**config.mk**
```make
export PLATFORM = sky130hd
export DESIGN_NAME = next_pc_unit
export DESIGN_NICKNAME = d
export VERILOG_FILES = /design/src/rtl/rv64_pkg.sv /design/src/rtl/next_pc_unit.sv
export VERILOG_INCLUDE_DIRS = /design/src /design/src/rtl
export SDC_FILE = /design/constraint.sdc
export NUM_CORES = 1
export LEC_CHECK = 0
export ABC_AREA = 1
export ABC_CLOCK_PERIOD_IN_PS = 8850
export BUFFER_PORTS_ARGS = -buffer_cell sky130_fd_sc_hd__buf_2
export CAP_MARGIN = 0
export CORE_MARGIN = 2
export CORE_UTILIZATION = 50
export DETAILED_ROUTE_END_ITERATION = 12
export GPL_TIMING_DRIVEN = 0
export MAX_ROUTING_LAYER = met4
export PLACE_DENSITY = 0.81
export SLEW_MARGIN = 0
export SYNTH_ARGS = -nofsm -noshare
export SYNTH_HDL_FRONTEND = slang
export SYNTH_SLANG_ARGS = --single-unit
```
**constraint.sdc**
```tcl
create_clock -name vclk -period 8.85
set_clock_uncertainty 0.05 [all_clocks]
set_input_delay 1.77 -clock vclk [all_inputs]
set_output_delay 1.77 -clock vclk [all_outputs]
set_load 0.03 [all_outputs]
```
**src/rtl/rv64_config.svh**
```systemverilog
`ifndef RV64_CONFIG_SVH
`define RV64_CONFIG_SVH

// Register and PC width
`define XLEN		64

// Integer register file depth
`define NUM_REG		32

// First fetch address after reset
`define RESET_PC	64'h0000_0000_8000_0000

`endif
```
**src/rtl/rv64_pkg.sv**
```systemverilog
`default_nettype none

`include "rv64_config.svh"

package rv64_pkg;

	typedef logic [`XLEN-1:0]		xlen_t;
	typedef logic [$clog2(`NUM_REG)-1:0]	reg_idx_t;

	// Major opcodes handled by the core
	typedef enum logic [6:0] {
		OP		= 7'b01_100_11,
		OP_IMM		= 7'b00_100_11,
		OP_32		= 7'b01_110_11,
		OP_IMM_32	= 7'b00_110_11,
		LUI		= 7'b01_101_11,
		AUIPC		= 7'b00_101_11,
		JAL		= 7'b11_011_11,
		JALR		= 7'b11_001_11,
		BRANCH		= 7'b11_000_11
	} opcode_e;

	// R-type layout
	typedef struct packed {
		logic [6:0]	funct7;
		reg_idx_t	rs2;
		reg_idx_t	rs1;
		logic [2:0]	funct3;
		reg_idx_t	rd;
		opcode_e	opcode;
	} inst_r_t;

	// I-type layout
	typedef struct packed {
		logic [11:0]	imm;
		reg_idx_t	rs1;
		logic [2:0]	funct3;
		reg_idx_t	rd;
		opcode_e	opcode;
	} inst_i_t;

	typedef union packed {
		inst_r_t	r;
		inst_i_t	i;
	} inst_u;

	typedef struct packed {
		logic		we;
		reg_idx_t	rd;
		xlen_t		data;
	} wb_t;

	typedef struct packed {
		logic		valid;
		wb_t		wb;
	} retire_t;

endpackage

`default_nettype wire

```
**src/rtl/next_pc_unit.sv**
```systemverilog
`default_nettype none
`timescale 1ns/1ps

module next_pc_unit (
	input  rv64_pkg::inst_u		inst_i,
	input  rv64_pkg::xlen_t		rs1_data_i,
	input  rv64_pkg::xlen_t		rs2_data_i,
	input  rv64_pkg::xlen_t		pc_i,
	output rv64_pkg::xlen_t		pc_next_o
);
	import rv64_pkg::*;

	xlen_t		imm_i;
	xlen_t		imm_b;
	xlen_t		imm_j;
	xlen_t		pc_plus4;
	logic		taken;

	assign imm_i = {{52{inst_i.i.imm[11]}}, inst_i.i.imm};

	// B and J immediates are scattered over the register view fields
	assign imm_b = {{51{inst_i.r.funct7[6]}}, inst_i.r.funct7[6], inst_i.r.rd[0],
			inst_i.r.funct7[5:0], inst_i.r.rd[4:1], 1'b0};
	assign imm_j = {{43{inst_i.r.funct7[6]}}, inst_i.r.funct7[6], inst_i.r.rs1,
			inst_i.r.funct3, inst_i.r.rs2[0], inst_i.r.funct7[5:0],
			inst_i.r.rs2[4:1], 1'b0};

	assign pc_plus4 = pc_i + 64'd4;

	always_comb begin
		case (inst_i.r.funct3)
		3'b000:	taken = rs1_data_i == rs2_data_i;			// BEQ
		3'b001:	taken = rs1_data_i != rs2_data_i;			// BNE
		3'b100:	taken = $signed(rs1_data_i) <  $signed(rs2_data_i);	// BLT
		3'b101:	taken = $signed(rs1_data_i) >= $signed(rs2_data_i);	// BGE
		3'b110:	taken = rs1_data_i <  rs2_data_i;			// BLTU
		3'b111:	taken = rs1_data_i >= rs2_data_i;			// BGEU
		default: taken = 1'b0;
		endcase
	end

	always_comb begin
		case (inst_i.r.opcode)
		JAL:	pc_next_o = pc_i + imm_j;
		JALR: begin
			// Bit 0 of the target is kept as is
			if (inst_i.i.funct3 == 3'b000)
				pc_next_o = rs1_data_i + imm_i;
			else
				pc_next_o = pc_plus4;
		end
		BRANCH:	pc_next_o = taken ? pc_i + imm_b : pc_plus4;
		default: pc_next_o = pc_plus4;
		endcase
	end

endmodule

`default_nettype wire

```
==> key figures <==
Status
  • Run status: finished, final reports clean

Power
  • Final Power: 1224 uW
  • P_leak: 0.009712 uW
  • Pwr Density: 63.65 nW/um^2
  • VDD IR max: 0.03475 mV

Cells and area
  • Final #Nets: 4033
  • Final core utilization: 0.5707
  • # clk buffers: 0
  • # fillers: 3809
  • Final std cells w/o fill: 4052
  • Area used by multi-input combinational logic: 14960 sq um
  • Synthesis-to-layout area growth: 11.86%
  • Seq. cell area: 0 sq um
  • Layout cells sized above 1: 0.1114
  • Seq Cell Count: 0

STA
  • Max-slew violations: 0
  • Setup violations, final: 0
  • Rel. slew slack: 0.2303
  • Final min period: 7.674 ns
  • Crit share post-route: 0.8671
  • Peak Freq: 0.1303 GHz
  • RSZ-0062 raised after global routing: false
  • Min Hold Slack: 3.871 ns
  • Hold Vio Cnt, Final: 0
  • Worst-Margin Slew: 1.155 ns
  • Setup TNS Final: 0 ns

Worst setup path
  • Peak per-stage delay on the critical path: 0.41 ns
  • Worst path bufs/invs: 6
  • CP delay by family, top: simple AND/OR/NAND/NOR gates
  • CP max stage cell: o21ai_0
  • Critical Path AT: 5.85 ns
  • Worst path depth: 19
  • CP Launch Type: primary input
  • WP data required: 7.03 ns
  • Crit-path most repeated cell: nand2_1
  • CP Class: primary input to output pin
  • Crit. End Element: output pin
  • Worst-path maximum fanout: 64
  • Critical path origin: inst_i[31]
  • CP Cell Sequence: buf_4, buf_16, ha_1, buf_2, inv_1, o21ai_0, a31oi_1, inv_1, nor2_1, nand3_1, nand2_1, nand2_1, nand2_1, nand2_1, nand2_1, nand2_1, o21ai_0, nand4_1, buf_2
  • CP endpoint: pc_next_o[49]

Routing
  • 1st-iter DRT viols: 3134
  • Drt first pass iters: 9
  • Vias per cell: 5.990
  • WL/cell: 21.12 um
  • Vias: 24270
  • Total Routed Length: 85570 um
  • DRC violations left: 0
  • Routed Antenna Nets: 0

Logic synthesis
  • Compound-Gate Fraction of Synth Area: 0.2190
  • Area share of the largest cell type after synthesis: 0.1698
  • Adder-cell share of the synthesized area: 0.1512
  • Ranking of synthesized cells by area: nand2_1 17%, ha_1 15%, inv_1 11%, a21oi_1 9.2%, nor2_1 8.8%
  • Gate Count Post-Synth: 3312
  • Largest family of logic cells by synthesized area: simple AND/OR/NAND/NOR gates
  • Post-synthesis simple-gate area fraction: 0.4374
  • Post-synth top area cell: nand2_1
  • Mux cell area share after synthesis: 0.0006549
  • Post-synthesis xor/xnor area fraction: 0.06207
  • Post-Syn Area per Cell: 5.191 sq um
  • Yosys warns: 0
  • Synth cell count leaders: 778 x nand2_1, 510 x inv_1, 404 x nor2_1
  • Cell Area, Synth: 17190 sq um
  • Register area share after synthesis: 0
  • Synthesized Nets: 3742
  • Most frequent cell after synthesis: nand2_1
  • Distinct cells, synth: 60

Global route
  • Number of global-route vias before repair: 22130
  • Total GRT Usage: 0.4690
  • Largest net degree at the start of global routing: 65
  • First-pass GRT wire length: 125300 um
  • Initial antenna violation count: 3
  • Total grt overflow: 0

Place
  • Global placement routability congestion: 1.181
  • Dpl cells: 4049
  • Hpwl dp: 74470 um
  • Buffers added on ports: 288

Floorplan
  • Core ar.: 33700 sq um
  • Width of the chip: 189.4 um
  • Die height: 189.4 um
  • Total die area: 35890 sq um
  • Row cnt: 67
  • Starting Density: 0.5102
  • I/O pin cnt: 288

CTS
  • Hold Buf Count CTS: 0
  • CTS-repair resized insts: 0
  • Setup bufs post-CTS: 0

Run
  • Maxcap violations: 0

Min path
  • HP Class: primary input to output pin
[metal layers]
metal	GRT usage	wire length, um	vias to the layer above
met4	0.2332	5245	0
met1	0.5876	33950	10770
li1	-	-	11590
met5	-	0	-
met3	0.1097	10940	304
met2	0.7037	35420	1602
[cell families after synthesis]
| logic type | after synthesis |
|---|---|
| AOI/OAI and AO/OA | 682 |
| buffers and inverters | 582 |
| and+or+nand+nor | 1720 |
| adders and majority gates | 206 |
| xor gates and xnor gates | 121 |
| muxes | 1 |
[cell type report]
class,instances,area share
multi-input cells,2730,0.7780
diodes,3,0.0003903
plain buffers,53,0.01269
repair buffers,289,0.07650
inverters,529,0.1032
well taps,448,0.02914
[per-stage QoR]
stage / worst slack (ns) / instance area [sq um]
after global routing: 1.171 / 19230
after detailed placement: 1.485 / 19230
after global placement: 0.5025 / 19200
final: 1.176 / 19230
after floorplan: 3.157 / 17190
after CTS: 1.466 / 19230
[placed cells by master, fill, tap and decap left out, types with 63 or more instances in the layout]
cell type  instances
nand2_1          778
inv_1            510
nor2_1           404
a21oi_1          317
buf_2            302
nand3_1          268
ha_1             203
o21ai_0          192
xor2_1            93
nand4_1           90
nor3_1            63
[power breakdown]
group          switching (uW)  internal (uW)  leakage [uW]
sequential                  0              0             0
clock                       0      0.0000559  0.0000000190
combinational             850            374       0.00971
total                     850            374       0.00971
[how the worst min path moves through the flow]
| stage | start | to | cells past startpoint |
|---|---|---|---|
| 5_1_grt | pc_i[0] | pc_next_o[0] | 3 |
| 6_report | pc_i[0] | pc_next_o[0] | 3 |
| 3_5_place_dp | pc_i[0] | pc_next_o[0] | 3 |
| 3_3_place_gp | pc_i[0] | pc_next_o[0] | 3 |
| 2_1_floorplan | pc_i[2] | pc_next_o[2] | 3 |
| 4_1_cts | pc_i[0] | pc_next_o[0] | 3 |
Note: power is estimated with default switching activity, not from simulation.
