--- src/rtl/rv64_config.svh ---
`ifndef RV64_CONFIG_SVH
`define RV64_CONFIG_SVH

// Register and PC width
`define XLEN		64

// Integer register file depth
`define NUM_REG		32

// First fetch address after reset
`define RESET_PC	64'h0000_0000_8000_0000

`endif
--- src/rtl/rv64_pkg.sv ---
`default_nettype none

`include "rv64_config.svh"

package rv64_pkg;

	typedef logic [`XLEN-1:0]		xlen_t;
	typedef logic [$clog2(`NUM_REG)-1:0]	reg_idx_t;

	// Major opcodes handled by the core
	typedef enum logic [6:0] {
		OP		= 7'b01_100_11,
		OP_IMM		= 7'b00_100_11,
		OP_32		= 7'b01_110_11,
		OP_IMM_32	= 7'b00_110_11,
		LUI		= 7'b01_101_11,
		AUIPC		= 7'b00_101_11,
		JAL		= 7'b11_011_11,
		JALR		= 7'b11_001_11,
		BRANCH		= 7'b11_000_11
	} opcode_e;

	// R-type layout
	typedef struct packed {
		logic [6:0]	funct7;
		reg_idx_t	rs2;
		reg_idx_t	rs1;
		logic [2:0]	funct3;
		reg_idx_t	rd;
		opcode_e	opcode;
	} inst_r_t;

	// I-type layout
	typedef struct packed {
		logic [11:0]	imm;
		reg_idx_t	rs1;
		logic [2:0]	funct3;
		reg_idx_t	rd;
		opcode_e	opcode;
	} inst_i_t;

	typedef union packed {
		inst_r_t	r;
		inst_i_t	i;
	} inst_u;

	typedef struct packed {
		logic		we;
		reg_idx_t	rd;
		xlen_t		data;
	} wb_t;

	typedef struct packed {
		logic		valid;
		wb_t		wb;
	} retire_t;

endpackage

`default_nettype wire

--- src/rtl/retire_unit.sv ---
`default_nettype none
`timescale 1ns/1ps

`include "rv64_config.svh"

module retire_unit (
	input  wire			CLK,
	input  wire			RSTn,
	input  wire			inst_valid_i,
	input  rv64_pkg::reg_idx_t	rs1_idx_i,
	input  rv64_pkg::reg_idx_t	rs2_idx_i,
	output rv64_pkg::xlen_t		rs1_data_o,
	output rv64_pkg::xlen_t		rs2_data_o,
	output rv64_pkg::xlen_t		pc_o,
	input  rv64_pkg::wb_t		wb_i,
	input  rv64_pkg::xlen_t		pc_next_i,
	output rv64_pkg::retire_t	retire_o
);
	import rv64_pkg::*;

	xlen_t		reg_file [`NUM_REG];

	// x0 is hardwired
	assign rs1_data_o = (rs1_idx_i == '0) ? '0 : reg_file[rs1_idx_i];
	assign rs2_data_o = (rs2_idx_i == '0) ? '0 : reg_file[rs2_idx_i];

	always_ff @(posedge CLK or negedge RSTn) begin
		if (!RSTn) begin
			for (int i = 0; i < `NUM_REG; i++)
				reg_file[i] <= '0;
		end else if (inst_valid_i && wb_i.we) begin
			reg_file[wb_i.rd] <= wb_i.data;
		end
	end

	always_ff @(posedge CLK or negedge RSTn) begin
		if (!RSTn) begin
			pc_o <= `RESET_PC;
		end else if (inst_valid_i) begin
			pc_o <= pc_next_i;
		end
	end

	always_ff @(posedge CLK or negedge RSTn) begin
		if (!RSTn) begin
			retire_o <= '0;
		end else begin
			retire_o.valid <= inst_valid_i;	// One pulse per accepted inst
			retire_o.wb    <= wb_i;
		end
	end

	// No retire without an accepted instruction the cycle before
	a_retire_follows_valid: assert property (@(posedge CLK) disable iff (!RSTn)
		!inst_valid_i |=> !retire_o.valid)
		else $error("retire pulse without a valid instruction");

	a_x0_reads_zero: assert property (@(posedge CLK) disable iff (!RSTn)
		rs1_idx_i == '0 |-> rs1_data_o == '0)
		else $error("x0 read returned non-zero");

endmodule

`default_nettype wire

--- config.mk ---
export PLATFORM = sky130hd
export DESIGN_NAME = retire_unit
export DESIGN_NICKNAME = d
export VERILOG_FILES = /design/src/rtl/rv64_pkg.sv /design/src/rtl/retire_unit.sv
export VERILOG_INCLUDE_DIRS = /design/src /design/src/rtl
export SDC_FILE = /design/constraint.sdc
export NUM_CORES = 2
export LEC_CHECK = 0
export BUFFER_PORTS_ARGS = -buffer_cell sky130_fd_sc_hd__buf_2
export CORE_AREA = 2 2 675 677
export CTS_CLUSTER_SIZE = 10
export DETAILED_ROUTE_END_ITERATION = 16
export DIE_AREA = 0 0 677 679
export SLEW_MARGIN = 25
export SYNTH_ARGS = -nofsm -noshare
export SYNTH_HDL_FRONTEND = slang
export SYNTH_SLANG_ARGS = --single-unit
export TNS_END_PERCENT = 10
--- constraint.sdc ---
create_clock -name CLK -period 2.4 [get_ports CLK]
set_input_delay 0.12 -clock CLK [delete_from_list [all_inputs] [get_ports CLK]]
set_output_delay 0.12 -clock CLK [all_outputs]
set_load 0.005 [all_outputs]
==> flow_summary.ini <==
[yosys]
ys_seq_elements = 2183
async_reset_ff_share_pct = 100
synth_flop_cell = dfrtp_1
synth.avg_cell_area_sq_um = 16.4
ys_seq_area_share_pct = 48.5
yosysUniqueCellTypes = 50
synth_top_family_by_area = multiplexers
yosys.area_share.simple_pct = 0.700
synth_xor_area_share_pct = 0
synthMuxAreaShare_pct = 46.0
synth_area_sq_um = 113000
syn_nets = 7023
synth_edf_count = 0
postSynthCellCount = 6876
synth_compound_area_share_pct = 1.83
yosysWarnings = 0
synthAdderAreaFrac_pct = 0

[clock_network]
cts_tree = done
clock_latency_ns = 0.91
cts_buffer_depth = 4
cts_buffers = 278
htree_num_levels = 5
root_buffer = clkbuf_16
clk_pin_slew_ns = 0.06
numClockSinks = 2183

[sta]
worst_slack_ns = -0.481
max_freq_mhz = 347
finalSetupViolCount = 128
layout_min_cycle_time_ns = 2.88
tightest_slew_ns = 1.06
rsz0062_at_grt = true
fin_skew_ns = 0
hold_slack_ns = 0.0599
period_share_pct = 120
timing.slew.headroom_pct = 29.6
drv_slew = 0
hold_viol = 0

[global_route]
grt_usage_pct = 16.8
grt_pass1_vias = 77493
antenna_found_initial = 17
globalRoute.totalOverflow = 0
grt_max_degree = 144
grt_pass1_wl_mm = 570

[final_layout]
syn2layout_area_growth_pct = 22.7
fin_nets = 7790
fin_cells = 13772
drive_above_1_share_pct = 60.9
final_area_sq_um = 138000

[route]
wl_per_cell_um = 28.7
wl_mm = 396
drt_iter0_markers = 6009
met1Wirelength_mm = 158
dr.pass1.iters = 5
drc = 0
dr_wl_met2_mm = 192
wl_met3_mm = 24.5
vias = 71642
highest_layer = met5
via_per_inst = 5.20
ant_nets = 0

[status]
violations = setup timing
status = complete, but fails checks

[run]
cap_viol_max_count = 0

[critical_path]
worstPathArrival_ns = 2.76
critPathMaxFanout = 3
crit_required_ns = 2.28
crit_buf_inv = 2
crit_top_cell = mux4_2
cp_cell_sequence = mux4_2 -> mux4_2 -> nor2_1 -> a2111oi_1 -> buf_4 -> buf_2
crit_type = reg -> out
setup.worst_path.start_class = register
critPathMaxStageDelay_ns = 0.48
crit_family = multiplexers
cp_slowest_cell = mux4_2
end_kind = primary output

[die]
rows = 247
start_util_pct = 24.9
die_w_um = 677
die-area_sq_um = 460000
core_area_sq_um = 452000
ios = 410
die_y_um = 679

[placed_design]
dp.cells = 13113
dpl_worst_slack_ns = -0.223
postPlaceCellArea_sq_um = 127000
dpl.hpwl_mm = 253
gp_congestion = 0.835
portBuffers = 409

[power]
ir_drop_mv = 0.645
cellPowerDensity_nw_per_um2 = 750
total_power_w = 0.104
leakagePower_nw = 60.7

[hold_path]
holdCritPathClass = in -> async
## per-stage QoR
| step | setup TNS [ns] | util [%] |
|---|---|---|
| after floorplan | 0 | - |
| after global placement | -2.29 | 28.0 |
| after detailed placement | -1.50 | 28.0 |
| after CTS | -55.43 | 30.5 |
| after global routing | -54.88 | 30.6 |
| final | -44.51 | 30.6 |
## what timing repair did
item,in CTS,in global routing
resized for setup,179,33
hold buffers,203,0
pin swaps,52,12
endpoints found under the setup margin,128,128
endpoints found under the hold margin,4351,0
setup buffers,18,6
## routing by layer
layer,vias to the layer above,GRT usage [%]
met5,-,0
li1,28373,-
met4,2,7.80
met1,39514,21.1
met2,2940,28.2
met3,813,2.86
## cell usage after synthesis, drive strengths merged, types with 2 or more instances
cell | number | share of area [%]
dfrtp | 2182 | 48
mux2 | 2175 | 22
mux4 | 1109 | 22
clkbuf | 376 | 1.3
buf | 359 | 1.7
mux2i | 229 | 2.0
o22ai | 121 | 0.67
a21o | 95 | 0.63
nand2 | 35 | 0.12
nor2 | 30 | 0.12
nor2b | 19 | 0.11
a211oi | 14 | 0.093
nor4 | 12 | 0.080
o21ai | 12 | 0.053
a22oi | 10 | 0.067
nand2b | 10 | 0.056
nand3 | 10 | 0.044
nor3 | 8 | 0.036
a21oi | 6 | 0.027
and2 | 6 | 0.033
a221o | 5 | 0.044
a22o | 4 | 0.031
nor3b | 4 | 0.027
o22a | 4 | 0.031
or2 | 4 | 0.022
a2111oi | 3 | 0.023
a221oi | 3 | 0.023
a32oi | 3 | 0.023
nand3b | 3 | 0.020
nand4 | 3 | 0.017
o31ai | 3 | 0.020
a211o | 2 | 0.016
a31oi | 2 | 0.011
o211ai | 2 | 0.013
o221a | 2 | 0.020
o221ai | 2 | 0.016
or3 | 2 | 0.011
## final cells by class
| cell class | count | area [sq um] |
|---|---|---|
| clock inverters | 48 | 674 |
| inverters | 2 | 20.0 |
| repair buffers | 1222 | 12000 |
| well taps | 5976 | 7480 |
| clock buffers | 376 | 7720 |
| multi-input cells | 3956 | 55600 |
| diodes | 9 | 22.5 |
| flip-flops and latches | 2183 | 54600 |
| fillers | 44062 | 314000 |
## worst register-to-register path, cell delays in order (launching register included)
cell and delay [ns]:
dfrtp_1 0.40, buf_4 0.15, mux2_2 0.25
## cells in the final DEF, fill, tap and decap left out, types with 11 or more instances in the layout
master         Yosys  final
nand2_1           35     23
mux2_4             0     14
mux4_2          1109   1109
mux2i_1          229    222
a21o_4             0     36
nor2_4             0     16
buf_2            215    334
clkbuf_8           0     36
clkbuf_16          0    280
dfrtp_1         2182   2182
nor2_1            22     13
mux2_1            57     57
buf_6             17     65
buf_12             0    233
buf_4             59    381
nor2b_1           19     13
clkinv_8           0     11
mux2_2          2118   2104
o22ai_1          121    109
clkbuf_1         376     61
dlygate4sd3_1      0    203
nand2_4            0     12
a21o_1            95     59
clkinv_2           0     11
## state kept, by name, indices dropped and copies added (netlist names)
| signal | flops |
|---|---|
| reg_file | 2048 |
| pc_o | 64 |
| retire_o | 71 |
## logic make-up (layout without fill, tap and decap cells)
group | count (synthesis) | in the layout
AO/OA/AOI/OAI | 295 | 295
buffers and inverters | 737 | 1648
flip-flops | 2183 | 2183
multiplexers | 3513 | 3513
other | 0 | 9
AND/OR/NAND/NOR | 148 | 148
## path summary, 6_finish.rpt
kind	slack (ns)	start	end	cells past startpoint
setup / recovery	-0.48	reg_file[1024]$_DFFE_PN0P_	rs1_data_o[0]	6
hold / removal	0.06	RSTn	pc_o[62]$_DFFE_PN0P_	3
setup reg to reg	1.49	reg_file[1003]$_DFFE_PN0P_	reg_file[1003]$_DFFE_PN0P_	2
hold reg to reg	0.50	reg_file[2009]$_DFFE_PN0P_	reg_file[2009]$_DFFE_PN0P_	1
max in group asynchronous	0.97	RSTn	retire_o[28]$_DFF_PN0_	4
min in group CLK	0.10	wb_i[68]	retire_o[68]$_DFF_PN0_	2
## report_power, final
group / internal (W) / switching, W / total, W / leakage [nW]
registers: 0.0416 / 0.00350 / 0.0451 / 28.8
logic: 0.0110 / 0.00773 / 0.0187 / 27.9
clock network: 0.0227 / 0.0170 / 0.0397 / 4.08
total: 0.0754 / 0.0282 / 0.104 / 60.7
Note: power is estimated with default switching activity, not from simulation.
